<file path="config.mk">
export PLATFORM = sky130hd
export DESIGN_NAME = icache_ctrl
export DESIGN_NICKNAME = d
export VERILOG_FILES = /design/src/icache_pkg.sv /design/src/icache_ctrl.sv
export VERILOG_INCLUDE_DIRS = /design/src
export SDC_FILE = /design/constraint.sdc
export NUM_CORES = 1
export LEC_CHECK = 0
export CAP_MARGIN = 25
export CORE_AREA = 5 5 148 150
export DETAILED_ROUTE_END_ITERATION = 16
export DIE_AREA = 0 0 153 155
export DONT_BUFFER_PORTS = 1
export PLACE_DENSITY_LB_ADDON = 0.1
export RECOVER_POWER = 50
export SLEW_MARGIN = 30
export SYNTH_ARGS = -nofsm -noshare
export SYNTH_HDL_FRONTEND = slang
export SYNTH_SLANG_ARGS = --single-unit
</file>
<file path="constraint.sdc">
create_clock -name clk -period 16.8 [get_ports clk]
set_input_delay 3.36 -clock clk [delete_from_list [all_inputs] [get_ports clk]]
set_output_delay 3.36 -clock clk [all_outputs]
set_load 0.01 [all_outputs]
</file>
<file path="src/icache_defines.svh">
`ifndef ICACHE_DEFINES_SVH
`define ICACHE_DEFINES_SVH

// fetch address width
`define ICACHE_ADDR_W 32

// two ways of 64 sets, one 64-bit line per entry
`define ICACHE_SETS 64

// set index field
`define ICACHE_INDEX_LSB 3
`define ICACHE_INDEX_MSB 8

// tag runs from here up to the top address bit
`define ICACHE_TAG_LSB 9

// picks the upper or lower instruction of a line
`define ICACHE_WORD_BIT 2

`endif

</file>
<file path="src/icache_pkg.sv">
`include "icache_defines.svh"

package icache_pkg;

    // full fetch address
    typedef logic [`ICACHE_ADDR_W-1:0] fetch_addr_t;

    // tag field above the set index
    typedef logic [`ICACHE_ADDR_W-`ICACHE_TAG_LSB-1:0] tag_t;

    // set number
    typedef logic [`ICACHE_INDEX_MSB-`ICACHE_INDEX_LSB:0] index_t;

    // one line holds two instructions
    typedef logic [63:0] line_t;
    typedef logic [31:0] inst_t;

    // controller states
    typedef enum logic [1:0] {
        IDLE,
        LOOKUP,
        COMPARE,
        REFILL
    } ctrl_state_e;

endpackage

</file>
<file path="src/icache_ctrl.sv">
`timescale 1ns/1ps
`include "icache_defines.svh"

module icache_ctrl (
    input  logic                    clk,
    input  logic                    i_rst_n,
    input  logic                    i_fetch_req,
    input  icache_pkg::fetch_addr_t i_fetch_addr,
    input  logic                    i_flush,
    input  logic                    i_mem_valid,
    input  icache_pkg::line_t       i_mem_line,
    input  icache_pkg::tag_t        i_tag_0,
    input  icache_pkg::tag_t        i_tag_1,
    input  logic                    i_valid_0,
    input  logic                    i_valid_1,
    input  icache_pkg::line_t       i_line_0,
    input  icache_pkg::line_t       i_line_1,
    input  logic                    i_victim_way,
    output logic                    o_fetch_valid,
    output icache_pkg::inst_t       o_fetch_data,
    output logic                    o_mem_req,
    output icache_pkg::fetch_addr_t o_mem_addr,
    output icache_pkg::index_t      o_rd_index,
    output icache_pkg::index_t      o_wr_index,
    output icache_pkg::tag_t        o_tag_wdata,
    output logic                    o_fill_0,
    output logic                    o_fill_1,
    output logic                    o_flush,
    output logic                    o_hit_en,
    output logic                    o_hit_way,
    output logic                    o_fill_en,
    output logic                    o_fill_way
);
    import icache_pkg::*;

    ctrl_state_e state_q;
    ctrl_state_e state_d;
    fetch_addr_t addr_q;
    tag_t        req_tag;
    index_t      req_index;
    logic        hit_0;
    logic        hit_1;
    logic        hit;
    logic        refill_wr;
    line_t       hit_line;

    assign req_tag   = addr_q[`ICACHE_ADDR_W-1:`ICACHE_TAG_LSB];
    assign req_index = addr_q[`ICACHE_INDEX_MSB:`ICACHE_INDEX_LSB];

    // flush wins over a fetch in the same cycle
    always_comb begin
        state_d = state_q;
        case (state_q)
            IDLE: begin
                if (i_fetch_req && !i_flush) begin
                    state_d = LOOKUP;
                end
            end
            LOOKUP:  state_d = COMPARE;
            COMPARE: state_d = hit ? IDLE : REFILL;
            REFILL: begin
                // line is written now, lookup again to serve it
                if (i_mem_valid) begin
                    state_d = LOOKUP;
                end
            end
            default: state_d = IDLE;
        endcase
    end

    always_ff @(posedge clk or negedge i_rst_n) begin
        if (!i_rst_n) begin
            state_q <= IDLE;
        end else begin
            state_q <= state_d;
        end
    end

    always_ff @(posedge clk) begin
        if (state_q == IDLE && i_fetch_req) begin
            addr_q <= i_fetch_addr;
        end
    end

    // tag compare on the array outputs
    assign hit_0    = i_valid_0 && (i_tag_0 == req_tag);
    assign hit_1    = i_valid_1 && (i_tag_1 == req_tag);
    assign hit      = hit_0 || hit_1;
    assign hit_line = hit_1 ? i_line_1 : i_line_0;

    assign refill_wr = (state_q == REFILL) && i_mem_valid;

    // both arrays are indexed by the held request
    assign o_rd_index  = req_index;
    assign o_wr_index  = req_index;
    assign o_tag_wdata = req_tag;
    assign o_fill_0    = refill_wr && !i_victim_way;
    assign o_fill_1    = refill_wr && i_victim_way;
    assign o_fill_en   = refill_wr;
    assign o_fill_way  = i_victim_way;
    assign o_hit_en    = (state_q == COMPARE) && hit;
    assign o_hit_way   = hit_1;

    // valid and lru bits clear at the edge that samples the flush
    assign o_flush     = (state_q == IDLE) && i_flush;

    always_ff @(posedge clk or negedge i_rst_n) begin
        if (!i_rst_n) begin
            o_fetch_valid <= 1'b0;
            o_mem_req     <= 1'b0;
        end else begin
            o_fetch_valid <= (state_q == COMPARE) && hit;
            o_mem_req     <= (state_q == COMPARE) && !hit;
        end
    end

    // bit 2 set picks the upper word
    always_ff @(posedge clk) begin
        if (state_q == COMPARE && hit) begin
            o_fetch_data <= addr_q[`ICACHE_WORD_BIT] ? hit_line[63:32] : hit_line[31:0];
        end
        if (state_q == COMPARE && !hit) begin
            o_mem_addr <= {addr_q[`ICACHE_ADDR_W-1:`ICACHE_INDEX_LSB],
                           {`ICACHE_INDEX_LSB{1'b0}}};
        end
    end

    a_req_resp_excl: assert property (@(posedge clk) disable iff (!i_rst_n)
        !(o_mem_req && o_fetch_valid))
        else $error("memory request and fetch response together");

    a_req_in_idle: assert property (@(posedge clk) disable iff (!i_rst_n)
        (i_fetch_req || i_flush) |-> state_q == IDLE)
        else $error("fetch or flush while the cache is busy");

    a_single_way_hit: assert property (@(posedge clk) disable iff (!i_rst_n)
        state_q == COMPARE |-> !(hit_0 && hit_1))
        else $error("line resident in both ways");

endmodule

</file>
### Word level (Yosys, flattened, before mapping)

Cells that the tools add are included.

* equal/unequal tests: 7
* reductions and logical operators: 16
* multiplexer cells: 6

Operators with widths (count)
* two-way mux 64 bit: 1
* == test 23 bit: 2
* two-way mux 32 bit: 1
* logical AND 1 bit: 10
* one-hot mux 2 bit (4 select lines): 1
* two-way mux 2 bit: 3
* == test 2 bit (second input constant): 2
* inequality test 2 bit (second input constant): 2
* logical NOT 1 bit: 3
* == test 2 x 1 -> 1 bit (second input constant): 1
* logical NOT 2 bit: 1
* AND reduction 2 bit: 1
* logical OR 1 bit: 1

* input port bits: 278
* bits in registers: 97
* output and inout port bits: 108
* word-level logic and storage cells: 35

### Logic depth before layout (Yosys ltp)

* word-level depth: 5
* mapped depth: 7
* gate-level depth less buffers: 6

### Least setup slack after synthesis

OpenSTA, ideal clock, no wires.

* path type: input to output
* start: in i_tag_1[6]
* end: out o_hit_en
* setup slack: 6.349 ns
* data arrival time: 7.091 ns
* cell stages on the path: 7
* data required time: 13.440 ns
* buffers on the path: 2
* cells stage by stage: xor2_1 -> nor4_2 -> nand4_1 -> or3_1 -> buf_6 -> buf_8 -> a21boi_0

* cells in the longest elaborated chain, start to end: 4

Ends and longest elaborated chain
* from (decl): RTL line icache_ctrl.sv:13 `input icache_pkg::tag_t i_tag_1,`
* == test 23 bit: RTL line icache_ctrl.sv:87 `assign hit_1 = i_valid_1 && (i_tag_1 == req_tag);`
* logical AND 1 bit: RTL line icache_ctrl.sv:87
* logical OR 1 bit: RTL line icache_ctrl.sv:88 `assign hit = hit_0 || hit_1;`
* logical AND 1 bit: RTL line icache_ctrl.sv:101 `assign o_hit_en = (state_q == COMPARE) && hit;`
* to (decl): RTL line icache_ctrl.sv:29 `output logic o_hit_en,`

No other way between the ends.

### Worst setup path after layout

* start: in i_tag_1[0]
* end: out o_hit_en

The elaborated chain is that of the path after synthesis.

==> impl_metrics.ini <==
[pwr]
peakVddDrop_mv = 0.0477
p_leak_nw = 1.59
p_per_area_mw_per_mm2 = 128

[drt]
wl_per_cell_um = 27.1
num_vias = 2369
drc = 0
ant_nets = 0
avgViaCountPerCell = 4.48
drt_iter0_drc = 109
wirelength_um = 14400
dr.pass1.iters = 4

[global_routing]
use_met3_pct = 7.59
grtUsageMet1_pct = 12.4
grt_overflow = 0
antenna_found_initial = 0
grt_usage_pct = 11.7
grt_pass1_vias = 2690
met2_usage_pct = 19.5
busiest_layer = met2
grt_max_degree = 36
grt_first_pass_wirelength_um = 20200

[finish]
num_antenna_cells = 0
nNetsFinal = 532
area_growth_pct = 6.41
drive_gt1_share_pct = 19.3
fillCellCount = 2147

[clock_network]
numCtsBuffers = 9
clock_path_buffers = 2
cts_root_buf = clkbuf_16
cts_hold_buf = 0
ctsResizeCount = 0
path_clk_slew_ps = 70
clock_latency_ps = 350
cts.sinks = 95
post_cts_buffers = 0
cts_max_level = 3
cts_tree = yes

[sta]
fmax_mhz = 114
timing.final.max_slew_violations = 31
post-route-period-util_pct = 52.1
tightestPinTransition_ps = 2160
setup_tns_ps = 0
fin_crit_ps = 8750
slew_headroom_pct = -44.1
setup_slack_ps = 8050
rsz0062_at_grt = no
hold_viol = 0
setup_viol = 0
fin_worst_skew_ps = 12.1

[placement]
dpl.hpwl_um = 11600
place_congestion = 0.745
numPortBuffers = 0
pre_cts_ws_ps = 7950

[die]
io_pins = 386
die_area_mm2 = 0.0237
die_w_um = 153
start_util_pct = 23.1
die_y_um = 155
row_count = 53
core-area_mm2 = 0.0206

[logic_synthesis]
synth-seq-cells = 95
yosysSeqAreaShare_pct = 59.7
synth.most_common_cell = edfxtp_1
synth_area_leaders = edfxtp_1 58%, mux4_2 13%, xor2_1 7.4%
synth_ff_type = edfxtp_1
synth-edff-count = 91
avgSynthCellArea_um2 = 16.9
synthCells = 280
synth.distinct_cells = 35
ys_async_sr_fraction_pct = 4.21
synth_top_area_share_pct = 57.6
yosysTopAreaCell = edfxtp_1
ys.warnings.count = 0
syn_area_mm2 = 0.00474
synth_commonest_cells = 91 x edfxtp_1, 40 x xor2_1, 39 x buf_4

[setup_path]
cp-end-kind = primary output
worstPathArrival_ps = 5390
cpMostUsedCell = buf_4
critPathLaunchType = primary input
cp_slowest_cell = or3_2
critical_path_class = in2out
cpPeakStageDelay_ps = 420
required_ps = 13440
worstPathMaxFanout = 35
path_cells = xor2_1 -> nor4_1 -> nand4_1 -> or3_2 -> buf_4 -> a21boi_4 -> buf_4

[worst_hold_path]
hold_class = reg2reg

[run_status]
status = finished, violations left
violations = capacitance limit, slew limit

[flow_run]
maxCapViolations = 1
[stage by stage]
step	cells	power, W	utilization (%)	cell area [µm²]	hold WS [ps]
detailed placement	514	0.000451	23.2	4760	612
global route	529	0.000685	24.6	5050	632
global placement	514	0.000450	23.2	4760	608
CTS	529	0.000665	24.6	5050	630
floorplan	282	0.000429	-	4750	453
finish	529	0.000646	24.6	5050	622
[cells in the final DEF, fill, tap and decap left out, types with 2 or more instances in the layout]
cell,n
clkbuf_16,9
xnor2_1,6
nor2b_1,3
nand3_1,2
conb_1,3
dfrtp_1,4
buf_4,3
inv_1,3
nand2_1,4
nor4_2,2
nand4b_1,2
nand4_1,5
and2_1,2
xor2_1,40
clkinv_1,2
mux4_1,4
edfxtp_1,91
mux4_2,28
nor2_1,3
ha_1,4
nor4_1,15
clkinvlp_4,2
[sequential cells by signal, summed over array words and instances, names as in the netlist]
name	flops
o_mem_addr	29
o_fetch_data	32
state_q	2
o_fetch_valid	1
addr_q	30
o_mem_req	1
[power breakdown]
group | leakage, nW | internal (W) | switching, W | total (W)
Clock | 0.133 | 0.000114 | 0.0000906 | 0.000205
Sequential | 0.883 | 0.000305 | 0.0000400 | 0.000345
Combinational | 0.573 | 0.0000370 | 0.0000587 | 0.0000957
[logic make-up (layout without fill, tap and decap cells)]
logic type / after synthesis / after routing / share of synthesized area (%)
DFF: 95 / 95 / 59.7
buffers and inverters: 49 / 21 / 8.05
xor gates and xnor gates: 46 / 46 / 8.49
and+or+nand+nor: 46 / 46 / 6.09
muxes: 33 / 33 / 15.7
AOI/OAI and AO/OA: 6 / 6 / 0.791
adders and majority gates: 4 / 4 / 1.06
other: 1 / 3 / 0.0791
[routing by layer]
metal  vias to the layer above  part of all wire [%]
met5                         -                     0
met4                         0                  0.98
met3                         8                    13
met2                       207                    50
met1                      1160                    36
li1                        994                     -
[final timing paths]
kind                                startpoint  depth (start not counted)                   endpoint  slack, ps
setup / recovery                    i_tag_1[0]                          7                   o_hit_en       8050
hold / removal             addr_q[8]$_DFFE_PP_                          0    o_mem_addr[8]$_DFFE_PP_        620
setup reg to reg           addr_q[9]$_DFFE_PP_                          7  o_fetch_data[7]$_DFFE_PP_      13810
hold reg to reg            addr_q[8]$_DFFE_PP_                          0    o_mem_addr[8]$_DFFE_PP_        620
max in group asynchronous              i_rst_n                          0     state_q[0]$_DFFE_PN0P_      14020
min in group asynchronous              i_rst_n                          0        o_mem_req$_DFF_PN0_       2700
[final cells by class]
type / instances / area, µm² / share of cell area (%)
clock inverter: 6 / 61.3 / 1.21
inverter: 3 / 11.3 / 0.223
multi-input combinational: 138 / 1550 / 30.7
clock buffer: 9 / 225 / 4.46
sequential: 95 / 2830 / 56.1
timing repair buffer: 3 / 22.5 / 0.446
tap: 275 / 344 / 6.82
[critical path, delay by kind of cell]
family                 cells  cell delay, ps
AO/OA/AOI/OAI              1             190
XOR/XNOR                   1             150
buffers and inverters      2             730
AND/OR/NAND/NOR            3             900
No activity file was read; power rests on OpenSTA's default activity.
