==> config.mk <==
export PLATFORM = sky130hd
export DESIGN_NAME = icache_tag_ram
export DESIGN_NICKNAME = d
export VERILOG_FILES = /design/src/icache_pkg.sv /design/src/icache_tag_ram.sv
export VERILOG_INCLUDE_DIRS = /design/src
export SDC_FILE = /design/constraint.sdc
export NUM_CORES = 1
export LEC_CHECK = 0
export BUFFER_PORTS_ARGS = -buffer_cell sky130_fd_sc_hd__buf_2
export CAP_MARGIN = 10
export CORE_ASPECT_RATIO = 0.75
export CORE_MARGIN = 2
export CORE_UTILIZATION = 45
export CTS_CLUSTER_DIAMETER = 50
export CTS_CLUSTER_SIZE = 25
export DETAILED_ROUTE_END_ITERATION = 16
export SLEW_MARGIN = 20
export SYNTH_ARGS = -nofsm -noshare
export SYNTH_HDL_FRONTEND = slang
export SYNTH_SLANG_ARGS = --single-unit
==> constraint.sdc <==
create_clock -name clk -period 2.1 [get_ports clk]
set_clock_uncertainty 0.2 [all_clocks]
set_input_delay 0.315 -clock clk [delete_from_list [all_inputs] [get_ports clk]]
set_output_delay 0.315 -clock clk [all_outputs]
set_load 0.05 [all_outputs]
==> src/icache_defines.svh <==
`ifndef ICACHE_DEFINES_SVH
`define ICACHE_DEFINES_SVH

// fetch address width
`define ICACHE_ADDR_W 32

// two ways of 64 sets, one 64-bit line per entry
`define ICACHE_SETS 64

// set index field
`define ICACHE_INDEX_LSB 3
`define ICACHE_INDEX_MSB 8

// tag runs from here up to the top address bit
`define ICACHE_TAG_LSB 9

// picks the upper or lower instruction of a line
`define ICACHE_WORD_BIT 2

`endif

==> src/icache_pkg.sv <==
`include "icache_defines.svh"

package icache_pkg;

    // full fetch address
    typedef logic [`ICACHE_ADDR_W-1:0] fetch_addr_t;

    // tag field above the set index
    typedef logic [`ICACHE_ADDR_W-`ICACHE_TAG_LSB-1:0] tag_t;

    // set number
    typedef logic [`ICACHE_INDEX_MSB-`ICACHE_INDEX_LSB:0] index_t;

    // one line holds two instructions
    typedef logic [63:0] line_t;
    typedef logic [31:0] inst_t;

    // controller states
    typedef enum logic [1:0] {
        IDLE,
        LOOKUP,
        COMPARE,
        REFILL
    } ctrl_state_e;

endpackage

==> src/icache_tag_ram.sv <==
`timescale 1ns/1ps
`include "icache_defines.svh"

module icache_tag_ram (
    input  logic               clk,
    input  logic               i_rst_n,
    input  icache_pkg::index_t i_rd_index,
    input  icache_pkg::index_t i_wr_index,
    input  logic               i_wr_en,
    input  icache_pkg::tag_t   i_wr_tag,
    input  logic               i_flush,
    output icache_pkg::tag_t   o_tag,
    output logic               o_valid
);
    import icache_pkg::*;

    tag_t                    tag_mem [`ICACHE_SETS];
    logic [`ICACHE_SETS-1:0] valid_q;

    // tag storage, registered read
    always_ff @(posedge clk) begin
        if (i_wr_en) begin
            tag_mem[i_wr_index] <= i_wr_tag;
        end
        o_tag <= tag_mem[i_rd_index];
    end

    // flush drops every line at once
    always_ff @(posedge clk or negedge i_rst_n) begin
        if (!i_rst_n) begin
            valid_q <= '0;
        end else if (i_flush) begin
            valid_q <= '0;
        end else if (i_wr_en) begin
            valid_q[i_wr_index] <= 1'b1;
        end
    end

    always_ff @(posedge clk or negedge i_rst_n) begin
        if (!i_rst_n) begin
            o_valid <= 1'b0;
        end else begin
            o_valid <= valid_q[i_rd_index];
        end
    end

endmodule

After elaboration in Yosys (flattened, before gate mapping) --
Memory sizes are Yosys's and may differ from the RTL's. A register that Yosys moved wholly into a read port is not among the register bits. Index checks and enable logic that the tools add are counted.
Operators by class: order comparisons 3, mux-type cells 8, bitwise logic cells 1, reduce and logical (&&, ||, !) cells 2
Operator list (number):
- 64-bit two-way mux | 2
- 64-bit bitwise OR | 1
- 6-bit by 7-bit < comparator with 1-bit output, second input constant | 2
- 1-bit binary-select mux with 6-bit select | 1
- 1-bit demux with 6-bit select | 1
- 6-bit by 1-bit >= comparator with 1-bit output, second input constant | 1
- 1-bit two-way mux | 4
- 2-bit nonzero test | 1
- 1-bit logical AND | 1
Word-level totals: bits in registers 65, RAM bits 1472, output and inout port bits 24, word-level logic and storage cells 17, memories kept 1
Memories:
- tag_mem | words 64, bits a word 23, read ports 1, clocked after memory_dff 1, wr ports 1, RTL line icache_tag_ram.sv:17 | tag_t tag_mem [`ICACHE_SETS];

Longest topological paths before layout --
Gate-level depths: netlist of run 1.
word-level depth 7, mapped depth 9

Least setup slack after synthesis of run 1 --
Ideal clock, no wire load.
path type input to register, start in i_wr_index[5], end mem tag_mem[48][0] in the netlist's numbering, enable pin, setup time 465 ps, arrival 3229 ps, required time 1435 ps, path slack -1793 ps, stages on the path 4, buffers on the path 1, path through clkbuf_1 > nand3_1 > or2_2 > nor4_1
RTL lines:
- start, declared | RTL line icache_tag_ram.sv:8 | input icache_pkg::index_t i_wr_index,
- end, declared | RTL line icache_tag_ram.sv:17
Straight into the memory's write port.

==> results of run 1 <==
==> state kept, by name, summed over array words and instances, names as in the netlist <==
register / count
o_valid: 1
o_tag: 23
valid_q: 64
tag_mem: 1472
==> cell usage in the layout (no fill, tap or decap), types with 5 or more instances in the layout <==
cell	netlist	layout
edfxtp_1	1472	1472
mux4_2	335	335
buf_4	25	219
nor2_1	228	168
mux2i_1	139	139
buf_12	0	129
clkbuf_16	0	118
nand2_1	84	81
dfrtp_1	65	65
nor2_4	0	56
a221oi_1	61	49
buf_2	35	43
a22oi_1	38	38
o22ai_1	30	30
nand3_1	29	22
dfxtp_1	23	22
inv_6	0	21
dlygate4sd3_1	0	21
inv_8	0	19
clkinv_8	0	16
a32oi_1	11	11
o221a_2	11	11
o21a_1	11	11
o2111ai_1	10	10
a221oi_2	0	10
a31oi_1	13	9
mux2_2	12	9
nor2b_1	9	7
o21ai_0	13	7
o41ai_1	7	7
inv_12	0	7
bufinv_16	0	6
clkbuf_1	71	6
o211ai_1	5	5
and4_1	5	5
clkinv_2	0	5
clkinvlp_4	0	5
clkinv_4	0	5
==> logic make-up (layout without fill, tap and decap cells) <==
| group | Yosys count | after routing | share of synthesized area |
|---|---|---|---|
| and+or+nand+nor | 379 | 379 | 0.0264 |
| AOI/OAI and AO/OA | 218 | 218 | 0.0286 |
| muxes | 486 | 486 | 0.152 |
| DFF | 1560 | 1560 | 0.778 |
| buffers and inverters | 161 | 633 | 0.0149 |
==> worst max-delay path, delay by kind of cell <==
family	cells	cell delay [ns]
AND/OR/NAND/NOR	2	1.41
AO/OA/AOI/OAI	3	0.58
buffers and inverters	1	0.26
==> final timing paths <==
kind | endpoint | cells past startpoint | slack, ns | startpoint
max | o_tag[15] | 6 | -0.02 | i_rd_index[3]
min in group asynchronous | valid_q[10] | 4 | 0.51 | i_rst_n
min reg2reg | valid_q[7] | 2 | 0.30 | valid_q[7]
max in group asynchronous | valid_q[16] | 4 | 0.86 | i_rst_n
max reg2reg | o_tag[17] | 6 | 0.01 | tag_mem[49][17]
min | tag_mem[7][10] | 2 | 0.06 | i_wr_tag[10]
==> power by group <==
part           internal (mW)  total (mW)  switching, mW
clock network           11.8        23.8           12.0
logic                   1.55        3.85           2.30
registers               34.2        34.4          0.140
==> through the flow <==
stage                     TNS, ns  std cells  area, µm²
after global routing       -0.312       5031      70400
after floorplan           -100.88       2804      60100
after global placement     -13.05       4795      65800
after detailed placement   -12.29       4795      65800
final                     -0.0245       5031      70400
after CTS                       0       5019      70200
==> what timing repair did <==
action                     CTS  global route
hold endpoints to repair   147           517
setup endpoints to repair   15            14
gates resized for setup     30            11
hold buffers                10            11
pin swaps                   11             3
==> metal layers <==
layer / global-route usage / vias up / share of wire
met4: 0.0421 / 0 / 0.018
met2: 0.339 / 1213 / 0.47
li1: - / 12425 / -
met5: 0 / - / 0
met1: 0.335 / 16213 / 0.44
met3: 0.0334 / 171 / 0.068
==> area by class of cell <==
cell class	count	share of cell area
tap	1755	0.0312
clock inverter	90	0.0163
multi-input combinational	1083	0.186
inverter	3	0.000160
clock buffer	125	0.0425
sequential	1560	0.657
timing repair buffer	415	0.0667
==> impl_metrics.xml, run 1 <==
<?xml version="1.0" encoding="UTF-8"?>
<metrics>
  <group name="detailed_routing">
    <metric name="vias_per_cell" unit="">5.97</metric>
    <metric name="detail_route.wirelength" unit="mm">148</metric>
    <metric name="drt-initial-drc-count" unit="">3415</metric>
    <metric name="drcViolationCount" unit="">0</metric>
    <metric name="wire_per_inst" unit="µm">29.4</metric>
    <metric name="vias" unit="">30022</metric>
    <metric name="detailedRoute.firstPassIterationCount" unit="">5</metric>
    <metric name="detail-route-antenna-nets" unit="">0</metric>
  </group>
  <group name="clock_tree">
    <metric name="cts.sink_count" unit="">1560</metric>
    <metric name="clk_pin_slew_worst_paths" unit="ns">0.08</metric>
    <metric name="cts.path.max_buffers" unit="">3</metric>
    <metric name="cts_buffers" unit="">114</metric>
    <metric name="root_buffer" unit="">clkbuf_16</metric>
    <metric name="tritoncts" unit="">done</metric>
    <metric name="cts-htree-levels" unit="">3</metric>
    <metric name="insertion_delay" unit="ns">0.73</metric>
    <metric name="cts_setup_buffers" unit="">0</metric>
  </group>
  <group name="global_route">
    <metric name="grt_pass1_vias" unit="">30391</metric>
    <metric name="grt_first_pass_wirelength" unit="mm">214</metric>
    <metric name="largest_net_degree_at_the_start_of_global_routing" unit="">66</metric>
    <metric name="gr-usage-all-layers" unit="">0.219</metric>
    <metric name="grt.overflow.total" unit="">0</metric>
    <metric name="antenna_found_initial" unit="">5</metric>
  </group>
  <group name="synthesis">
    <metric name="synth_top_flop_cell" unit="">edfxtp_1</metric>
    <metric name="yosysWarningCount" unit="">0</metric>
    <metric name="ys_seq_area_frac" unit="">0.778</metric>
    <metric name="post_synth.cell_area_avg" unit="µm²">21.2</metric>
    <metric name="netlist_area" unit="µm²">59500</metric>
    <metric name="netlist-cell-type-count" unit="">42</metric>
    <metric name="synth.cells.most_frequent" unit="">edfxtp_1 (1,472), mux4_2 (335), nor2_1 (228)</metric>
    <metric name="async_reset_ff_frac" unit="">0.0417</metric>
    <metric name="cells_after_synth" unit="">2804</metric>
    <metric name="number_of_synthesized_flops_with_an_enable_pin" unit="">1472</metric>
    <metric name="synth_top_area_share" unit="">0.743</metric>
    <metric name="ys_seq_elements" unit="">1560</metric>
    <metric name="synthesis.nets" unit="">2843</metric>
    <metric name="synth_area_leaders" unit="">edfxtp_1 (74%), mux4_2 (13%), dfrtp_1 (2.7%)</metric>
    <metric name="synth.most_common_cell" unit="">edfxtp_1</metric>
    <metric name="post-synth-top-area-cell" unit="">edfxtp_1</metric>
  </group>
  <group name="power_and_ir_drop">
    <metric name="power_density" unit="nW/µm²">881</metric>
    <metric name="vdd_drop_max" unit="mV">0.675</metric>
    <metric name="total_power" unit="mW">62.1</metric>
    <metric name="p_leak" unit="nW">22.9</metric>
  </group>
  <group name="status">
    <metric name="failing_checks" unit="">setup timing</metric>
    <metric name="status" unit="">complete, but fails checks</metric>
  </group>
  <group name="setup_path">
    <metric name="path_cells" unit="">buf_4 &gt; nor2b_1 &gt; a221o_1 &gt; a21oi_1 &gt; nor4_1 &gt; a31o_1</metric>
    <metric name="timing.critical_path.slowest_cell_delay" unit="ns">0.86</metric>
    <metric name="crit_type" unit="">in2reg</metric>
    <metric name="timing.critical_path.arrival" unit="ns">2.59</metric>
    <metric name="critPathMaxFanout" unit="">10</metric>
    <metric name="end_kind" unit="">register</metric>
    <metric name="critPathLaunchType" unit="">input pin</metric>
    <metric name="critical-path-slowest-cell" unit="">nor2b_1</metric>
    <metric name="cp_data_required_time" unit="ns">2.56</metric>
  </group>
  <group name="cells_and_area">
    <metric name="fraction_of_final_layout_cells_sized_beyond_drive_strength_1" unit="">0.324</metric>
    <metric name="final_nets" unit="">3216</metric>
    <metric name="antenna-diode-count" unit="">0</metric>
    <metric name="flow.area_growth_from_synthesis" unit="%">18.3</metric>
    <metric name="total_of_fill_cells_in_the_finished_design" unit="">9967</metric>
    <metric name="finalCoreUtilization" unit="">0.537</metric>
    <metric name="area_of_the_multi_input_gates" unit="µm²">13100</metric>
    <metric name="area.sequential" unit="µm²">46300</metric>
  </group>
  <group name="place">
    <metric name="place.gp.congestion" unit="">0.800</metric>
    <metric name="place.port_buffers" unit="">62</metric>
    <metric name="dpl_worst_slack" unit="ns">-0.642</metric>
    <metric name="detailed_place_hpwl" unit="mm">91.4</metric>
  </group>
  <group name="floorplanning">
    <metric name="starting_density" unit="">0.454</metric>
    <metric name="die_h" unit="µm">319</metric>
    <metric name="chipWidth" unit="µm">424</metric>
    <metric name="placementRows" unit="">115</metric>
    <metric name="core_footprint" unit="µm²">131000</metric>
    <metric name="dieArea" unit="µm²">135000</metric>
    <metric name="ioPinCount" unit="">63</metric>
  </group>
  <group name="sta">
    <metric name="timing_max_transition_violations_final" unit="">0</metric>
    <metric name="fmaxAchievable" unit="GHz">0.471</metric>
    <metric name="finalCriticalPeriod" unit="ns">2.12</metric>
    <metric name="maxSlewHeadroom" unit="">0.284</metric>
    <metric name="post-route-worst-setup-slack" unit="ns">-0.0245</metric>
    <metric name="unrepaired_setup_endpoints_after_global_routing" unit="">true</metric>
    <metric name="final_min_period_over_clock_period" unit="">1.01</metric>
    <metric name="hold_ws" unit="ns">0.0596</metric>
    <metric name="worst-slew-pin-transition" unit="ns">1.07</metric>
    <metric name="finalHoldViolCount" unit="">0</metric>
    <metric name="finalSetupViolCount" unit="">1</metric>
  </group>
  <group name="worst_hold_path">
    <metric name="hp-class" unit="">in2reg</metric>
  </group>
  <group name="job">
    <metric name="max_cap_violations" unit="">0</metric>
  </group>
</metrics>
(Power assumes the default switching activity.)
==> inputs of run 2 (changes only) <==
--- a/config.mk
+++ b/config.mk
@@ -14,6 +14,7 @@
 export CTS_CLUSTER_DIAMETER = 50
 export CTS_CLUSTER_SIZE = 25
 export DETAILED_ROUTE_END_ITERATION = 16
+export HOLD_SLACK_MARGIN = 0.1
 export SLEW_MARGIN = 20
 export SYNTH_ARGS = -nofsm -noshare
 export SYNTH_HDL_FRONTEND = slang
==> constraint.sdc (replaced) <==
create_clock -name clk -period 2.6 [get_ports clk]
set_clock_uncertainty 0.2 [all_clocks]
set_input_delay 0.39 -clock clk [delete_from_list [all_inputs] [get_ports clk]]
set_output_delay 0.39 -clock clk [all_outputs]
set_load 0.05 [all_outputs]
==> impl_metrics.xml, run 2 (same netlist as run 1, synthesis figures left out) <==
<?xml version="1.0" encoding="UTF-8"?>
<metrics>
  <group name="setup_path">
    <metric name="crit_type" unit="">in2reg</metric>
    <metric name="cp_data_required_time" unit="ns">3.07</metric>
    <metric name="critPathMaxFanout" unit="">25</metric>
    <metric name="path_cells" unit="">buf_8 &gt; buf_4 &gt; buf_12 &gt; mux4_2 &gt; o22ai_1 &gt; nor4_1 &gt; a31o_1</metric>
    <metric name="timing.critical_path.arrival" unit="ns">2.87</metric>
    <metric name="timing.rr.start" unit="">tag_mem[52][16]</metric>
    <metric name="timing.critical_path.slowest_cell_delay" unit="ns">0.91</metric>
    <metric name="critical-path-slowest-cell" unit="">nor4_1</metric>
    <metric name="crit_path_start" unit="">i_rd_index[0]</metric>
    <metric name="r2r_cells" unit="">6</metric>
    <metric name="rr_endpoint" unit="">o_tag[16]</metric>
    <metric name="end_kind" unit="">register</metric>
    <metric name="critPathLaunchType" unit="">input pin</metric>
    <metric name="rrSetupSlack" unit="ns">0.32</metric>
  </group>
  <group name="detailed_routing">
    <metric name="detail_route.wirelength" unit="mm">148</metric>
    <metric name="detail-route-antenna-nets" unit="">0</metric>
    <metric name="drt-initial-drc-count" unit="">3316</metric>
    <metric name="drcViolationCount" unit="">0</metric>
    <metric name="detailedRoute.firstPassIterationCount" unit="">6</metric>
    <metric name="wire_per_inst" unit="µm">29.7</metric>
    <metric name="vias_per_cell" unit="">5.97</metric>
    <metric name="vias" unit="">29767</metric>
  </group>
  <group name="status">
    <metric name="status" unit="">completed</metric>
  </group>
  <group name="clock_tree">
    <metric name="tritoncts" unit="">done</metric>
    <metric name="ctsResizeCount" unit="">0</metric>
    <metric name="clk_pin_slew_worst_paths" unit="ns">0.08</metric>
    <metric name="cts_setup_buffers" unit="">0</metric>
    <metric name="cts.path.max_buffers" unit="">3</metric>
    <metric name="cts-htree-levels" unit="">3</metric>
    <metric name="cts.sink_count" unit="">1560</metric>
    <metric name="insertion_delay" unit="ns">0.76</metric>
    <metric name="root_buffer" unit="">clkbuf_16</metric>
    <metric name="cts_buffers" unit="">115</metric>
  </group>
  <group name="global_route">
    <metric name="grt_pass1_vias" unit="">30300</metric>
    <metric name="grt.overflow.total" unit="">0</metric>
    <metric name="largest_net_degree_at_the_start_of_global_routing" unit="">66</metric>
    <metric name="antenna_found_initial" unit="">12</metric>
    <metric name="grt_first_pass_wirelength" unit="mm">213</metric>
    <metric name="gr-usage-all-layers" unit="">0.219</metric>
  </group>
  <group name="cells_and_area">
    <metric name="final_nets" unit="">3165</metric>
    <metric name="flow.area_growth_from_synthesis" unit="%">16.0</metric>
    <metric name="total_of_fill_cells_in_the_finished_design" unit="">10125</metric>
    <metric name="finalCoreUtilization" unit="">0.526</metric>
    <metric name="design_area" unit="µm²">69000</metric>
    <metric name="largest-register" unit="">tag_mem</metric>
    <metric name="mostFrequentLayoutCell" unit="">edfxtp_1</metric>
    <metric name="fraction_of_final_layout_cells_sized_beyond_drive_strength_1" unit="">0.303</metric>
    <metric name="registers_with_the_most_flip_flops" unit="">tag_mem: 1472 flops, valid_q: 64 flops, o_tag: 23 flops</metric>
    <metric name="largest_register_ffs" unit="">1472</metric>
    <metric name="leading_cell_types_in_the_layout_fill_and_taps_excluded" unit="">edfxtp_1 (1,472), mux4_2 (335), buf_4 (180)</metric>
  </group>
  <group name="worst_hold_path">
    <metric name="min_path_cells" unit="">1</metric>
    <metric name="holdCritStartpoint" unit="">i_wr_tag[13]</metric>
    <metric name="min_to" unit="">tag_mem[11][13]</metric>
    <metric name="hp-class" unit="">in2reg</metric>
  </group>
  <group name="floorplanning">
    <metric name="ioPinCount" unit="">63</metric>
    <metric name="chipWidth" unit="µm">424</metric>
    <metric name="dieArea" unit="µm²">135000</metric>
    <metric name="core_footprint" unit="µm²">131000</metric>
    <metric name="die_h" unit="µm">319</metric>
    <metric name="placementRows" unit="">115</metric>
    <metric name="starting_density" unit="">0.454</metric>
  </group>
  <group name="sta">
    <metric name="final_min_period_over_clock_period" unit="">0.925</metric>
    <metric name="worst-slew-pin-transition" unit="ns">1.10</metric>
    <metric name="timing_max_transition_violations_final" unit="">0</metric>
    <metric name="finalSetupViolCount" unit="">0</metric>
    <metric name="maxSlewHeadroom" unit="">0.258</metric>
    <metric name="unrepaired_setup_endpoints_after_global_routing" unit="">false</metric>
    <metric name="finalCriticalPeriod" unit="ns">2.41</metric>
    <metric name="finalHoldViolCount" unit="">0</metric>
    <metric name="fmaxAchievable" unit="GHz">0.416</metric>
  </group>
  <group name="power_and_ir_drop">
    <metric name="p_leak" unit="nW">22.3</metric>
    <metric name="power_density" unit="nW/µm²">719</metric>
    <metric name="vdd_drop_max" unit="mV">0.662</metric>
  </group>
  <group name="place">
    <metric name="place.port_buffers" unit="">62</metric>
    <metric name="detailed_place_hpwl" unit="mm">93.7</metric>
    <metric name="post_dp_cell_area" unit="µm²">64700</metric>
    <metric name="place.gp.congestion" unit="">0.813</metric>
  </group>
  <group name="job">
    <metric name="max_cap_violations" unit="">0</metric>
  </group>
</metrics>
## run 2: cell types whose count changed in the layout (fill, tap and decap cells not counted), sizes merged, moves of 4 or more
cell         before  now
clkinvlp          5   11
inv              54   47
bufinv            6    2
buf             394  336
dlygate4sd3      21   26
clkinv           28   37
## run 2: report_power, final
part	internal [mW]	total [mW]	leakage [nW]	switching, mW
registers	27.7	27.8	14.3	0.105
clock network	9.25	19.0	1.98	9.75
logic	1.11	2.92	6.02	1.80
total	38.0	49.7	22.3	11.7
## run 2: how the worst max path moves through the flow
| stage | endpoint | slack [ns] | depth (start not counted) |
|---|---|---|---|
| 2_1_floorplan | tag_mem[10][0] | -0.27 | 4 |
| 3_3_place_gp | o_tag[15] | -0.59 | 7 |
| 3_5_place_dp | o_tag[15] | -0.62 | 7 |
| 4_1_cts | o_tag[15] | 0.16 | 7 |
| 5_1_grt | o_tag[15] | 0.22 | 7 |
| 6_report | o_tag[15] | 0.19 | 7 |
## run 2: layout make-up
type	count	area [µm²]	area share
multi-input cells	1083	12600	0.182
well taps	1755	2200	0.0318
diodes	1	2.50	0.0000362
repair buffers	363	3870	0.0560
flip-flops and latches	1560	46300	0.670
clock inverters	94	1100	0.0160
clock buffers	125	3020	0.0437
inverters	3	11.3	0.000163
## run 2: critical path: cells and delay by family
family	cells	cell delay [ns]
AOI/OAI and AO/OA	2	0.30
and+or+nand+nor	1	0.91
muxes	1	0.27
buffers and inverters	3	0.96
## run 2: metrics by stage
step | hold WS [ns] | TNS, ns | power (mW) | worst slack (ns) | instances
after floorplan | -0.106 | -192.77 | 29.8 | -0.267 | 2804
after global placement | 0.246 | -6.19 | 31.2 | -0.586 | 4738
after detailed placement | 0.259 | -6.49 | 31.2 | -0.622 | 4738
after CTS | 0.109 | 0 | 50.0 | 0.157 | 4983
after global routing | 0.145 | 0 | 51.1 | 0.215 | 4983
final | 0.137 | 0 | 49.7 | 0.194 | 4984
## run 2: layer usage
layer	global-route usage	vias up	wire, µm
li1	-	12323	-
met1	0.329	16048	65700
met2	0.333	1180	68000
met3	0.0441	202	10800
met4	0.0515	14	3300
met5	0	-	86
## run 2: timing repair
action                                 CTS  global route
endpoints found under the hold margin  572             0
hold buffers                            26             0
setup endpoints to repair                0             0
