==> src/icache_defines.svh <==
`ifndef ICACHE_DEFINES_SVH
`define ICACHE_DEFINES_SVH

// fetch address width
`define ICACHE_ADDR_W 32

// two ways of 64 sets, one 64-bit line per entry
`define ICACHE_SETS 64

// set index field
`define ICACHE_INDEX_LSB 3
`define ICACHE_INDEX_MSB 8

// tag runs from here up to the top address bit
`define ICACHE_TAG_LSB 9

// picks the upper or lower instruction of a line
`define ICACHE_WORD_BIT 2

`endif

==> src/icache_pkg.sv <==
`include "icache_defines.svh"

package icache_pkg;

    // full fetch address
    typedef logic [`ICACHE_ADDR_W-1:0] fetch_addr_t;

    // tag field above the set index
    typedef logic [`ICACHE_ADDR_W-`ICACHE_TAG_LSB-1:0] tag_t;

    // set number
    typedef logic [`ICACHE_INDEX_MSB-`ICACHE_INDEX_LSB:0] index_t;

    // one line holds two instructions
    typedef logic [63:0] line_t;
    typedef logic [31:0] inst_t;

    // controller states
    typedef enum logic [1:0] {
        IDLE,
        LOOKUP,
        COMPARE,
        REFILL
    } ctrl_state_e;

endpackage

==> src/icache_lru.sv <==
`timescale 1ns/1ps
`include "icache_defines.svh"

module icache_lru (
    input  logic               clk,
    input  logic               i_rst_n,
    input  icache_pkg::index_t i_index,
    input  logic               i_valid_0,
    input  logic               i_valid_1,
    input  logic               i_hit_en,
    input  logic               i_hit_way,
    input  logic               i_fill_en,
    input  logic               i_fill_way,
    input  logic               i_flush,
    output logic               o_victim_way
);
    // one bit per set, names the least recently used way
    logic [`ICACHE_SETS-1:0] lru_q;

    // empty ways first, way 0 before way 1
    always_comb begin
        if (!i_valid_0) begin
            o_victim_way = 1'b0;
        end else if (!i_valid_1) begin
            o_victim_way = 1'b1;
        end else begin
            o_victim_way = lru_q[i_index];
        end
    end

    always_ff @(posedge clk or negedge i_rst_n) begin
        if (!i_rst_n) begin
            lru_q <= '0;
        end else if (i_flush) begin
            lru_q <= '0;
        end else if (i_hit_en) begin
            lru_q[i_index] <= ~i_hit_way;
        end else if (i_fill_en) begin
            lru_q[i_index] <= ~i_fill_way;
        end
    end

    a_hit_fill_excl: assert property (@(posedge clk) disable iff (!i_rst_n)
        !(i_hit_en && i_fill_en))
        else $error("lru sees hit and fill in one cycle");

endmodule

==> config.mk <==
export PLATFORM = sky130hd
export DESIGN_NAME = icache_lru
export DESIGN_NICKNAME = d
export VERILOG_FILES = /design/src/icache_pkg.sv /design/src/icache_lru.sv
export VERILOG_INCLUDE_DIRS = /design/src
export SDC_FILE = /design/constraint.sdc
export NUM_CORES = 1
export LEC_CHECK = 0
export ABC_AREA = 1
export BUFFER_PORTS_ARGS = -buffer_cell sky130_fd_sc_hd__clkbuf_2
export CORE_ASPECT_RATIO = 1.25
export CORE_MARGIN = 1
export CORE_UTILIZATION = 60
export CTS_CLUSTER_SIZE = 14
export DETAILED_ROUTE_END_ITERATION = 7
export MAX_ROUTING_LAYER = met4
export PLACE_DENSITY = 0.83
export SLEW_MARGIN = 20
export SYNTH_ARGS = -nofsm -noshare
export SYNTH_HDL_FRONTEND = slang
export SYNTH_SLANG_ARGS = --single-unit
==> constraint.sdc <==
create_clock -name clk -period 3.9 [get_ports clk]
set_input_delay 0.585 -clock clk [delete_from_list [all_inputs] [get_ports clk]]
set_output_delay 0.585 -clock clk [all_outputs]
set_load 0.03 [all_outputs]
# Yosys cells after proc, flatten, opt, wreduce, memory -nomap -nowiden
# Index checks and enable logic that the tools add are counted.
[op_classes] addsub=0 multipliers=0 div=0 order_cmp=2 eq_ne=0 shift=0 n_mux=11 bitwise_logic=2 n_reduce_logical=2
[op_table] cell="$mux 64" n=3
[op_table] cell="$bwmux 64" n=2
[op_table] cell="$lt 6x7->1 const B" n=1
[op_table] cell="$bmux 1 s6" n=1
[op_table] cell="$demux 1 s6" n=1
[op_table] cell="$ge 6x1->1 const B" n=1
[op_table] cell="$mux 1" n=4
[op_table] cell="$reduce_bool 3->1" n=1
[op_table] cell="$not 1->1" n=2
[op_table] cell="$logic_and 1x1->1" n=1
[totals] ff_bits=64 latch_bits=0 ram_bits=0 romBits=0 input_bits=15 output_inout_bits=1 elab_cells=18 mem_count=0

# Depth between registers and ports, before layout
# Gate-level depths: netlist (run 1).
[depth] ltp_word=8 depth_mapped=12 ltp_nobuf=11

# Worst setup path before layout (run 1)
# OpenSTA, ideal clock, no wires.
[synth_timing] kind="input -> output" startpoint="input i_index[0]" endpoint="output o_victim_way" t_arrival_ps=1948 required_time_ps=3315 setup_slack_ps=1367 stages=9 path_buffers=2 path_cell_list="buf_2 > inv_2 > buf_2 > o21ai_0 > o21ai_1 > nor2_1 > nor2_1 > nor2_1 > a21oi_1"
[synth_between] elab_chain_len=4
[synth_lines] element="start: declaration" line="icache_lru.sv:7" text="input icache_pkg::index_t i_index,"
[synth_lines] element="$bmux 1 s6" line="icache_lru.sv:27" text="o_victim_way = lru_q[i_index];"
[synth_lines] element="$mux 1 (not written as such)" line="icache_lru.sv:27"
[synth_lines] element="$mux 1" line="icache_lru.sv:24" text="end else if (!i_valid_1) begin"
[synth_lines] element="$mux 1" line="icache_lru.sv:22" text="if (!i_valid_0) begin"
[synth_lines] element="end: declaration" line="icache_lru.sv:15" text="output logic o_victim_way"
# No other way between the ends. The select of a mux whose other input is x is not followed.

# Worst setup path after layout (run 1)
# Same ends and word-level chain as after synthesis.

==> results of run 1 <==
-- metrics by stage --
step                      setup WS [ps]  total power (uW)  cells  utilization [%]  hold slack [ps]
final                               843              1330    639             67.0              282
after global routing                651              1380    639             67.0              339
after CTS                           878              1330    639             67.0              308
after detailed placement            886               853    625             64.5              507
after global placement              924               849    625             64.5              500
after floorplan                    1370               794    546                -              289
-- final cells by class --
type                       count  share of cell area [%]
clock buffer                  13                    3.58
clock inverter                 1                   0.120
inverter                     105                    9.48
multi-input combinational    350                    42.9
sequential                    64                    38.5
tap                           85                    2.56
timing repair buffer          21                    2.89
-- critical path, delay by kind of cell --
family                 cells  cell delay [ps]
AO/OA/AOI/OAI              2              280
AND/OR/NAND/NOR            5              550
buffers and inverters      3             1040
-- cell usage in the layout, fill, tap and decap left out, drive strengths merged --
cell,count
clkbuf,28
buf,6
a21oi,2
or2,3
inv,104
nand3,20
nor3,8
o22ai,49
o21ai,73
dfrtp,64
nand2,120
clkinv,2
nor2,55
o211ai,20
-- kinds of logic after synthesis --
| logic type | after synthesis |
|---|---|
| AO/OA/AOI/OAI | 144 |
| buffers and inverters | 132 |
| flip-flops | 64 |
| AND/OR/NAND/NOR | 206 |
-- power groups by stage --
stage	combinational (uW)	clock (uW)	sequential, uW
after floorplan	113	0	682
after global placement	167	0	682
after detailed placement	171	0	682
after CTS	172	489	670
after global routing	191	523	670
final	174	488	670
-- layer usage --
layer  vias to the layer above  routed length [um]  GRT usage [%]
li1                       1777                   -              -
met1                      1741                4120           42.4
met2                       156                4820           48.6
met3                        32                 522           5.27
met4                         0                 320           16.5
met5                         -                   0              -
-- how the worst max path moves through the flow --
stage	startpoint	to	slack, ps	depth (start not counted)
4_1_cts	i_index[0]	o_victim_way	880	10
3_3_place_gp	i_index[0]	o_victim_way	920	10
5_1_grt	i_index[0]	o_victim_way	650	13
6_report	i_index[0]	o_victim_way	840	10
3_5_place_dp	i_index[0]	o_victim_way	890	10
2_1_floorplan	i_index[0]	o_victim_way	1370	9
==> results.sh, run 1 <==
export IMPL_setup_tns_ps=0
export IMPL_syn_inst=546
export IMPL_clock_sinks=64
export IMPL_rsz0062_at_grt="false"
export IMPL_ir_drop_mv=0.216
export IMPL_synth_seq_cells=64
export IMPL_stdcell_area_um2=4160
export IMPL_status="finished, final reports clean"
export IMPL_drive_gt1_share_pct=13.2
export IMPL_yosysTopAreaCell="dfrtp_1"
export IMPL_coreArea_um2=6210
export IMPL_drt_wl_total_um=9780
export IMPL_cp_end_kind="output pin"
export IMPL_drv_slew=0
export IMPL_final_nets=566
export IMPL_pin_count=16
export IMPL_worstPathCellList="clkbuf_2 > inv_2 > nand2_1 > nand3_1 > nand2_1 > o21ai_0 > nand3_1 > nor2_1 > a21oi_1 > clkbuf_2"
export IMPL_clkTransAtPathRegs_ps=70
export IMPL_cp_start_kind="input pin"
export IMPL_synth_mux_area_share_pct=0
export IMPL_reg2reg_slack_ps=3140
export IMPL_cp_max_fo=28
export IMPL_crit_required_ps=3310
export IMPL_seq_power_share_pct=50.3
export IMPL_start_util_pct=62.6
export IMPL_syn_nets=561
export IMPL_fin_crit_ps=3060
export IMPL_synth_compound_area_share_pct=21.4
export IMPL_insertion_delay_ps=340
export IMPL_top_regs="lru_q x64"
export IMPL_overflow=0
export IMPL_cts_tree="done"
export IMPL_post_route_period_util_pct=78.4
export IMPL_p_per_area_nw_per_um2=320
export IMPL_synth_top_cell_area_share_pct=41.2
export IMPL_yosys_warnings=0
export IMPL_synth_top_cells_by_count="nand2_1 (119), inv_1 (89), dfrtp_1 (64)"
export IMPL_std_cell_rows=32
export IMPL_wl_per_cell_um=15.3
export IMPL_syn_area_um2=3880
export IMPL_worst_pin_slew_ps=796
export IMPL_drtAntennaViolNets=0
export IMPL_r2r_end="lru_q[56]"
export IMPL_synth_area_leaders="dfrtp_1 (41%), nand2_1 (11%), inv_1 (8.6%)"
export IMPL_drc=0
export IMPL_drtIter0Drc=500
export IMPL_synth_most_common_cell="nand2_1"
export IMPL_p_int_uw=950
export IMPL_finClkSkew_ps=0
export IMPL_grt_max_degree=65
export IMPL_cp_slowest_stage_delay_ps=420
export IMPL_synth_top_family_by_area="simple AND/OR/NAND/NOR gates"
export IMPL_swShare_pct=28.7
export IMPL_fmax_mhz=327
export IMPL_largest_reg_flops=64
export IMPL_cts_max_level=3
export IMPL_cts_resized=0
export IMPL_die_y_um=92.0
export IMPL_ff2ff_path_depth=2
export IMPL_dieArea_um2=6800
export IMPL_antenna_found_initial=0
export IMPL_fill_cells=529
export IMPL_cts_inserted_buffers=9
export IMPL_grt_pass1_wl_um=16400
export IMPL_maxSlewHeadroom_pct=46.6
export IMPL_grt_pass1_vias=3528
export IMPL_multi_input_area_um2=1780
export IMPL_path_class="input pin to output pin"
export IMPL_cap_violations=0
export IMPL_antennaDiodeCount=0
export IMPL_synth_seq_area_share_pct=41.2
export IMPL_synth_adder_area_share_pct=0
export IMPL_syn_avg_cell_area_um2=7.12
export IMPL_via_per_inst=5.80
export IMPL_synth_edf_count=0
export IMPL_ys_types=23
export IMPL_p_comb_share_pct=13.1
export IMPL_synth_top_flop_cell="dfrtp_1"
export IMPL_power_frac_clock_pct=36.7
export IMPL_hold_viol=0
export IMPL_port_buffers=15
export IMPL_critPathSlowestCell="clkbuf_2"
export IMPL_hold_class="input pin to asynchronous set/reset pin"
export IMPL_synth_xor_xnor_area_share_pct=0
export IMPL_crit_arrival_ps=2470
export IMPL_p_switching_uw=382
export IMPL_async_flop_share_pct=100
export IMPL_fp_dieW_um=74.0
export IMPL_place_hpwl_um=6410
export IMPL_p_leak_uw=0.00180
export IMPL_finalSetupViolCount=0
export IMPL_cts_hold_buf=0
export IMPL_cts_setup_buffers=0
export IMPL_regArea_um2=1600
export IMPL_reg2reg_from="lru_q[56]"
export IMPL_gp_congestion=0.865
export IMPL_cts_root_buffer="clkbuf_8"
export IMPL_clockBufferDepth=2
export IMPL_first_pass_iters=5
export IMPL_place_area_um2=4010
export IMPL_regMostFlops="lru_q"
export IMPL_synthSimpleGateAreaFrac_pct=24.3
export IMPL_syn_to_final_growth_pct=7.05
export IMPL_grt_use_total_pct=32.5
export IMPL_vias=3706
(Power assumes the default switching activity.)
==> inputs of run 2 (changes only) <==
--- a/config.mk
+++ b/config.mk
@@ -10,11 +10,11 @@
 export BUFFER_PORTS_ARGS = -buffer_cell sky130_fd_sc_hd__clkbuf_2
 export CORE_ASPECT_RATIO = 1.25
 export CORE_MARGIN = 1
-export CORE_UTILIZATION = 60
+export CORE_UTILIZATION = 56
 export CTS_CLUSTER_SIZE = 14
 export DETAILED_ROUTE_END_ITERATION = 7
 export MAX_ROUTING_LAYER = met4
-export PLACE_DENSITY = 0.83
+export PLACE_DENSITY = 0.81
 export SLEW_MARGIN = 20
 export SYNTH_ARGS = -nofsm -noshare
 export SYNTH_HDL_FRONTEND = slang
==> constraint.sdc (replaced) <==
create_clock -name clk -period 2.8 [get_ports clk]
set_input_delay 0.42 -clock clk [delete_from_list [all_inputs] [get_ports clk]]
set_output_delay 0.42 -clock clk [all_outputs]
set_load 0.03 [all_outputs]
==> run 2 against run 1 <==
Sequential cell count stayed put. Sequential power is 39% higher. Die area is 7.0% higher. Cell area is 2.9% higher. Final cell count is 1.6% higher. Critical path depth is 1 higher. Clock power is 69% higher. Global-route usage is 2.4 points lower. Total power is 51% higher. Clock skew stayed put. Register-to-register slack worse by 1100 ps. Via count is 0.43% higher.
==> results.sh, run 2 (synthesis results as in run 1) <==
export IMPL_die_y_um=95.1
export IMPL_drtIter0Drc=370
export IMPL_reg2reg_from="lru_q[38]"
export IMPL_grt_max_degree=65
export IMPL_drive_gt1_share_pct=14.9
export IMPL_drt_wl_total_um=10000
export IMPL_post_route_period_util_pct=83.4
export IMPL_ir_drop_mv=0.526
export IMPL_drtAntennaViolNets=0
export IMPL_gp_congestion=0.911
export IMPL_crit_required_ps=2380
export IMPL_worst_pin_slew_ps=832
export IMPL_cts_inserted_buffers=9
export IMPL_antenna_found_initial=0
export IMPL_vias=3722
export IMPL_grt_pass1_wl_um=16600
export IMPL_insertion_delay_ps=340
export IMPL_largest_reg_flops=64
export IMPL_grt_use_total_pct=30.1
export IMPL_regMostFlops="lru_q"
export IMPL_hold_class="input pin to asynchronous set/reset pin"
export IMPL_cts_setup_buffers=0
export IMPL_cts_tree="done"
export IMPL_overflow=0
export IMPL_fin_crit_ps=2340
export IMPL_fmax_mhz=428
export IMPL_cp_max_fo=15
export IMPL_wl_per_cell_um=15.5
export IMPL_critPathCapture="o_victim_way"
export IMPL_fill_cells=594
export IMPL_maxSlewHeadroom_pct=44.6
export IMPL_finalSetupViolCount=0
export IMPL_std_cell_rows=33
export IMPL_p_leak_uw=0.00187
export IMPL_worstPathCellList="clkbuf_2 > inv_2 > buf_4 > nand2_1 > nand3_1 > nand2_1 > o21ai_0 > nand3_1 > nor2_1 > a21oi_1 > clkbuf_2"
export IMPL_rsz0062_at_grt="false"
export IMPL_reg2reg_slack_ps=2070
export IMPL_critPathSlowestCell="inv_2"
export IMPL_clockBufferDepth=2
export IMPL_p_per_area_nw_per_um2=469
export IMPL_cap_violations=0
export IMPL_drc=0
export IMPL_cts_hold_buf=0
export IMPL_final_common_cell="nand2_1"
export IMPL_stdcell_count=649
export IMPL_dieArea_um2=7280
export IMPL_path_class="input pin to output pin"
export IMPL_cp_start_kind="input pin"
export IMPL_final_nets=573
export IMPL_cts_root_buffer="clkbuf_8"
export IMPL_fp_dieW_um=76.5
export IMPL_via_per_inst=5.73
export IMPL_crit_arrival_ps=1920
export IMPL_hold_viol=0
export IMPL_final_cell_mix="nand2_1 (119), inv_1 (89), dfrtp_1 (64), o21ai_0 (53), o22ai_1 (49)"
export IMPL_r2r_end="lru_q[38]"
export IMPL_syn_to_final_growth_pct=10.1
export IMPL_pin_count=16
export IMPL_top_regs="lru_q x64"
export IMPL_cp_end_kind="output pin"
export IMPL_dpl_cell_count=634
export IMPL_first_pass_iters=5
export IMPL_status="finished, final reports clean"
export IMPL_clkTransAtPathRegs_ps=80
export IMPL_port_buffers=15
export IMPL_startpoint="i_index[0]"
export IMPL_start_util_pct=58.4
export IMPL_cts_max_level=3
export IMPL_antennaDiodeCount=0
export IMPL_grt_pass1_vias=3493
export IMPL_place_hpwl_um=6270
export IMPL_finClkSkew_ps=0
export IMPL_setup_tns_ps=0
export IMPL_cts_resized=0
export IMPL_drv_slew=0
export IMPL_coreArea_um2=6650
export IMPL_cp_slowest_stage_delay_ps=250
export IMPL_fin_util_pct=64.4
export IMPL_clock_sinks=64
export IMPL_ff2ff_path_depth=2
[run 2: critical path, delay by kind of cell]
| kind | cells | cell delay (ps) |
|---|---|---|
| and+or+nand+nor | 5 | 450 |
| AOI/OAI and AO/OA | 2 | 270 |
| buffers and inverters | 4 | 780 |
[run 2: metrics by stage]
step | total power, uW | area [um^2] | hold slack (ps) | worst slack (ps)
final | 2010 | 4280 | 247 | 464
after global placement | 1190 | 4070 | 499 | 510
after CTS | 2010 | 4280 | 295 | 459
after floorplan | 1110 | 3880 | 124 | 597
after global routing | 2070 | 4280 | 343 | 302
after detailed placement | 1200 | 4070 | 510 | 479
[run 2: worst min-delay path by stage]
stage | cells after the start | end | startpoint
3_3_place_gp | 2 | lru_q[14] | lru_q[14]
6_report | 2 | lru_q[10] | i_rst_n
4_1_cts | 2 | lru_q[5] | i_rst_n
2_1_floorplan | 0 | lru_q[0] | i_rst_n
5_1_grt | 2 | lru_q[17] | i_rst_n
3_5_place_dp | 2 | lru_q[40] | lru_q[40]
[run 2: cell type report]
cell class / count / area [um^2] / share of cell area [%]
clock buffers: 12 / 165 / 3.86
repair buffers: 28 / 185 / 4.33
clock inverters: 3 / 40.0 / 0.936
flip-flops and latches: 64 / 1600 / 37.4
multi-input cells: 350 / 1780 / 41.7
well taps: 87 / 109 / 2.54
inverters: 105 / 394 / 9.21
[run 2: metal layers]
layer / global-route usage, % / part of all wire, %
met1: 39.2 / 41
met2: 45.4 / 47
met3: 3.83 / 7.7
met4: 17.9 / 3.7
met5: - / 0
[run 2: where the power goes]
group,internal (uW),switching [uW]
registers,930,2.24
clock network,476,347
logic,64.0,189
==> inputs of run 3 (changes only) <==
--- a/config.mk
+++ b/config.mk
@@ -10,11 +10,11 @@
 export BUFFER_PORTS_ARGS = -buffer_cell sky130_fd_sc_hd__clkbuf_2
 export CORE_ASPECT_RATIO = 1.25
 export CORE_MARGIN = 1
-export CORE_UTILIZATION = 56
+export CORE_UTILIZATION = 60
 export CTS_CLUSTER_SIZE = 14
 export DETAILED_ROUTE_END_ITERATION = 7
 export MAX_ROUTING_LAYER = met4
-export PLACE_DENSITY = 0.81
+export PLACE_DENSITY = 0.83
 export SLEW_MARGIN = 20
 export SYNTH_ARGS = -nofsm -noshare
 export SYNTH_HDL_FRONTEND = slang
==> constraint.sdc (replaced) <==
create_clock -name clk -period 2.37 [get_ports clk]
set_input_delay 0.3555 -clock clk [delete_from_list [all_inputs] [get_ports clk]]
set_output_delay 0.3555 -clock clk [all_outputs]
set_load 0.03 [all_outputs]
==> run 3 against run 2 <==
Via count is 0.21% higher. Setup slack worse by 350 ps. Largest cell class unchanged. Non-clock buffer count is 3 higher. Combinational power is 20% higher. Critical path type is now register to output pin.
==> results.sh, run 3 (synthesis results as in run 1) <==
export IMPL_finClkSkew_ps=0
export IMPL_top_regs="lru_q x64"
export IMPL_top_layer_used="met4"
export IMPL_p_switching_uw=645
export IMPL_path_buf_inv=1
export IMPL_ir_drop_mv=0.353
export IMPL_clockBufferDepth=2
export IMPL_grt_pass1_vias=3603
export IMPL_cp_max_fo=2
export IMPL_critPathSlowestCell="dfrtp_1"
export IMPL_coreArea_um2=6210
export IMPL_worst_pin_slew_ps=618
export IMPL_p_leak_uw=0.00190
export IMPL_cts_root_buffer="clkbuf_8"
export IMPL_drtAntennaViolNets=0
export IMPL_cts_resized=0
export IMPL_cp_end_kind="output pin"
export IMPL_grt_use_total_pct=33.1
export IMPL_antennaDiodeCount=0
export IMPL_wl_per_cell_um=15.1
export IMPL_drc=0
export IMPL_setup_tns_ps=0
export IMPL_final_common_cell="nand2_1"
export IMPL_rsz0062_at_grt="false"
export IMPL_p_int_uw=1830
export IMPL_place_hpwl_um=6470
export IMPL_std_cell_rows=32
export IMPL_dieArea_um2=6800
export IMPL_drt_wl_total_um=9840
export IMPL_cts_inserted_buffers=9
export IMPL_insertion_delay_ps=340
export IMPL_clkTransAtPathRegs_ps=70
export IMPL_wl_met3_um=525
export IMPL_status="finished, final reports clean"
export IMPL_cp_slowest_stage_delay_ps=380
export IMPL_grt_pass1_wl_um=16700
export IMPL_crit_top_cell="nand3_1"
export IMPL_met1Wirelength_um=4100
export IMPL_drtIter0Drc=344
export IMPL_wl_met2_um=4890
export IMPL_pin_count=16
export IMPL_final_cell_mix="nand2_1 (119), inv_1 (89), dfrtp_1 (64), o21ai_0 (53), o22ai_1 (49)"
export IMPL_hold_viol=0
export IMPL_vias=3730
export IMPL_hold_class="input pin to asynchronous set/reset pin"
export IMPL_drv_slew=0
export IMPL_crit_required_ps=2010
export IMPL_first_pass_iters=8
export IMPL_cts_tree="done"
export IMPL_fp_dieW_um=74.0
export IMPL_post_route_period_util_pct=95.4
export IMPL_crit_cells=8
export IMPL_finalSetupViolCount=0
export IMPL_via_per_inst=5.74
export IMPL_cp_start_kind="register"
export IMPL_worstPathCellList="or2_2 > nand3_1 > nand2_1 > o21ai_0 > nand3_1 > nor2_1 > a21oi_1 > clkbuf_2"
export IMPL_fmax_mhz=442
export IMPL_drive_gt1_share_pct=15.2
export IMPL_path_class="register to output pin"
export IMPL_cts_hold_buf=0
export IMPL_clock_sinks=64
export IMPL_power_frac_clock_pct=43.1
export IMPL_fin_crit_ps=2260
export IMPL_swShare_pct=26.1
export IMPL_port_buffers=15
export IMPL_die_y_um=92.0
export IMPL_cts_max_level=3
export IMPL_place_area_um2=4120
export IMPL_crit_arrival_ps=1910
export IMPL_cap_violations=0
export IMPL_cts_setup_buffers=0
export IMPL_p_per_area_nw_per_um2=570
export IMPL_antenna_found_initial=0
export IMPL_largest_reg_flops=64
export IMPL_syn_to_final_growth_pct=11.7
export IMPL_stdcell_area_um2=4340
export IMPL_regMostFlops="lru_q"
export IMPL_gp_congestion=0.921
export IMPL_crit_family="simple AND/OR/NAND/NOR gates"
export IMPL_overflow=0
export IMPL_start_util_pct=62.6
export IMPL_ff2ff_path_depth=2
export IMPL_seq_power_share_pct=44.6
export IMPL_p_comb_share_pct=12.3
export IMPL_grt_max_degree=65
export IMPL_maxSlewHeadroom_pct=58.8
export IMPL_final_nets=576
## run 3: cell types whose count changed in the layout (fill, tap and decap cells not counted)
cell,change
clkbuf_1,+1
buf_12,+2
clkinv_2,-1
bufinv_16,+1
buf_4,+1
clkbuf_8,-1
## run 3: per-stage QoR
step | utilization, % | hold WS, ps | std cells | setup slack [ps] | power (uW)
floorplan | - | 59.9 | 546 | 296 | 1310
detailed placement | 66.4 | 404 | 635 | 177 | 1420
global placement | 66.4 | 405 | 635 | 195 | 1420
finish | 69.9 | 6.26 | 650 | 109 | 2470
CTS | 69.9 | 31.5 | 650 | 135 | 2480
global route | 69.9 | 36.3 | 650 | 22.4 | 2560
## run 3: path summary, 6_finish.rpt
path,startpoint,end,slack [ps]
worst max-delay path,lru_q[44],o_victim_way,110
worst min-delay path,i_rst_n,lru_q[11],6
worst max register to register,lru_q[56],lru_q[56],1660
worst min register to register,lru_q[23],lru_q[23],530
max in group asynchronous,i_rst_n,lru_q[57],2050
min in group clk,i_index[4],lru_q[11],510
## run 3: worst reg2reg max path, cell delays in order (launching register included)
cell,delay (ps)
dfrtp_1,400
o211ai_1,80
o21ai_0,110
## run 3: cell type report
| cell class | count | area, um^2 |
|---|---|---|
| clock buffers | 12 | 155 |
| multi-input cells | 350 | 1780 |
| well taps | 85 | 106 |
| clock inverters | 3 | 65.1 |
| inverters | 105 | 394 |
| repair buffers | 31 | 233 |
| flip-flops and latches | 64 | 1600 |
| fillers | 493 | 1870 |
## run 3: power by group through the flow
stage               Clock, uW  Combinational [uW]  Sequential, uW
floorplan                   0                 185            1120
global placement            0                 297            1120
detailed placement          0                 300            1120
CTS                      1070                 302            1100
global route             1120                 334            1100
finish                   1070                 304            1100
## run 3: layer usage
metal / track usage, % / vias to the layer above
li1: - / 1798
met2: 49.2 / 144
met5: - / -
met3: 4.07 / 32
met4: 16.8 / 0
met1: 44.0 / 1756
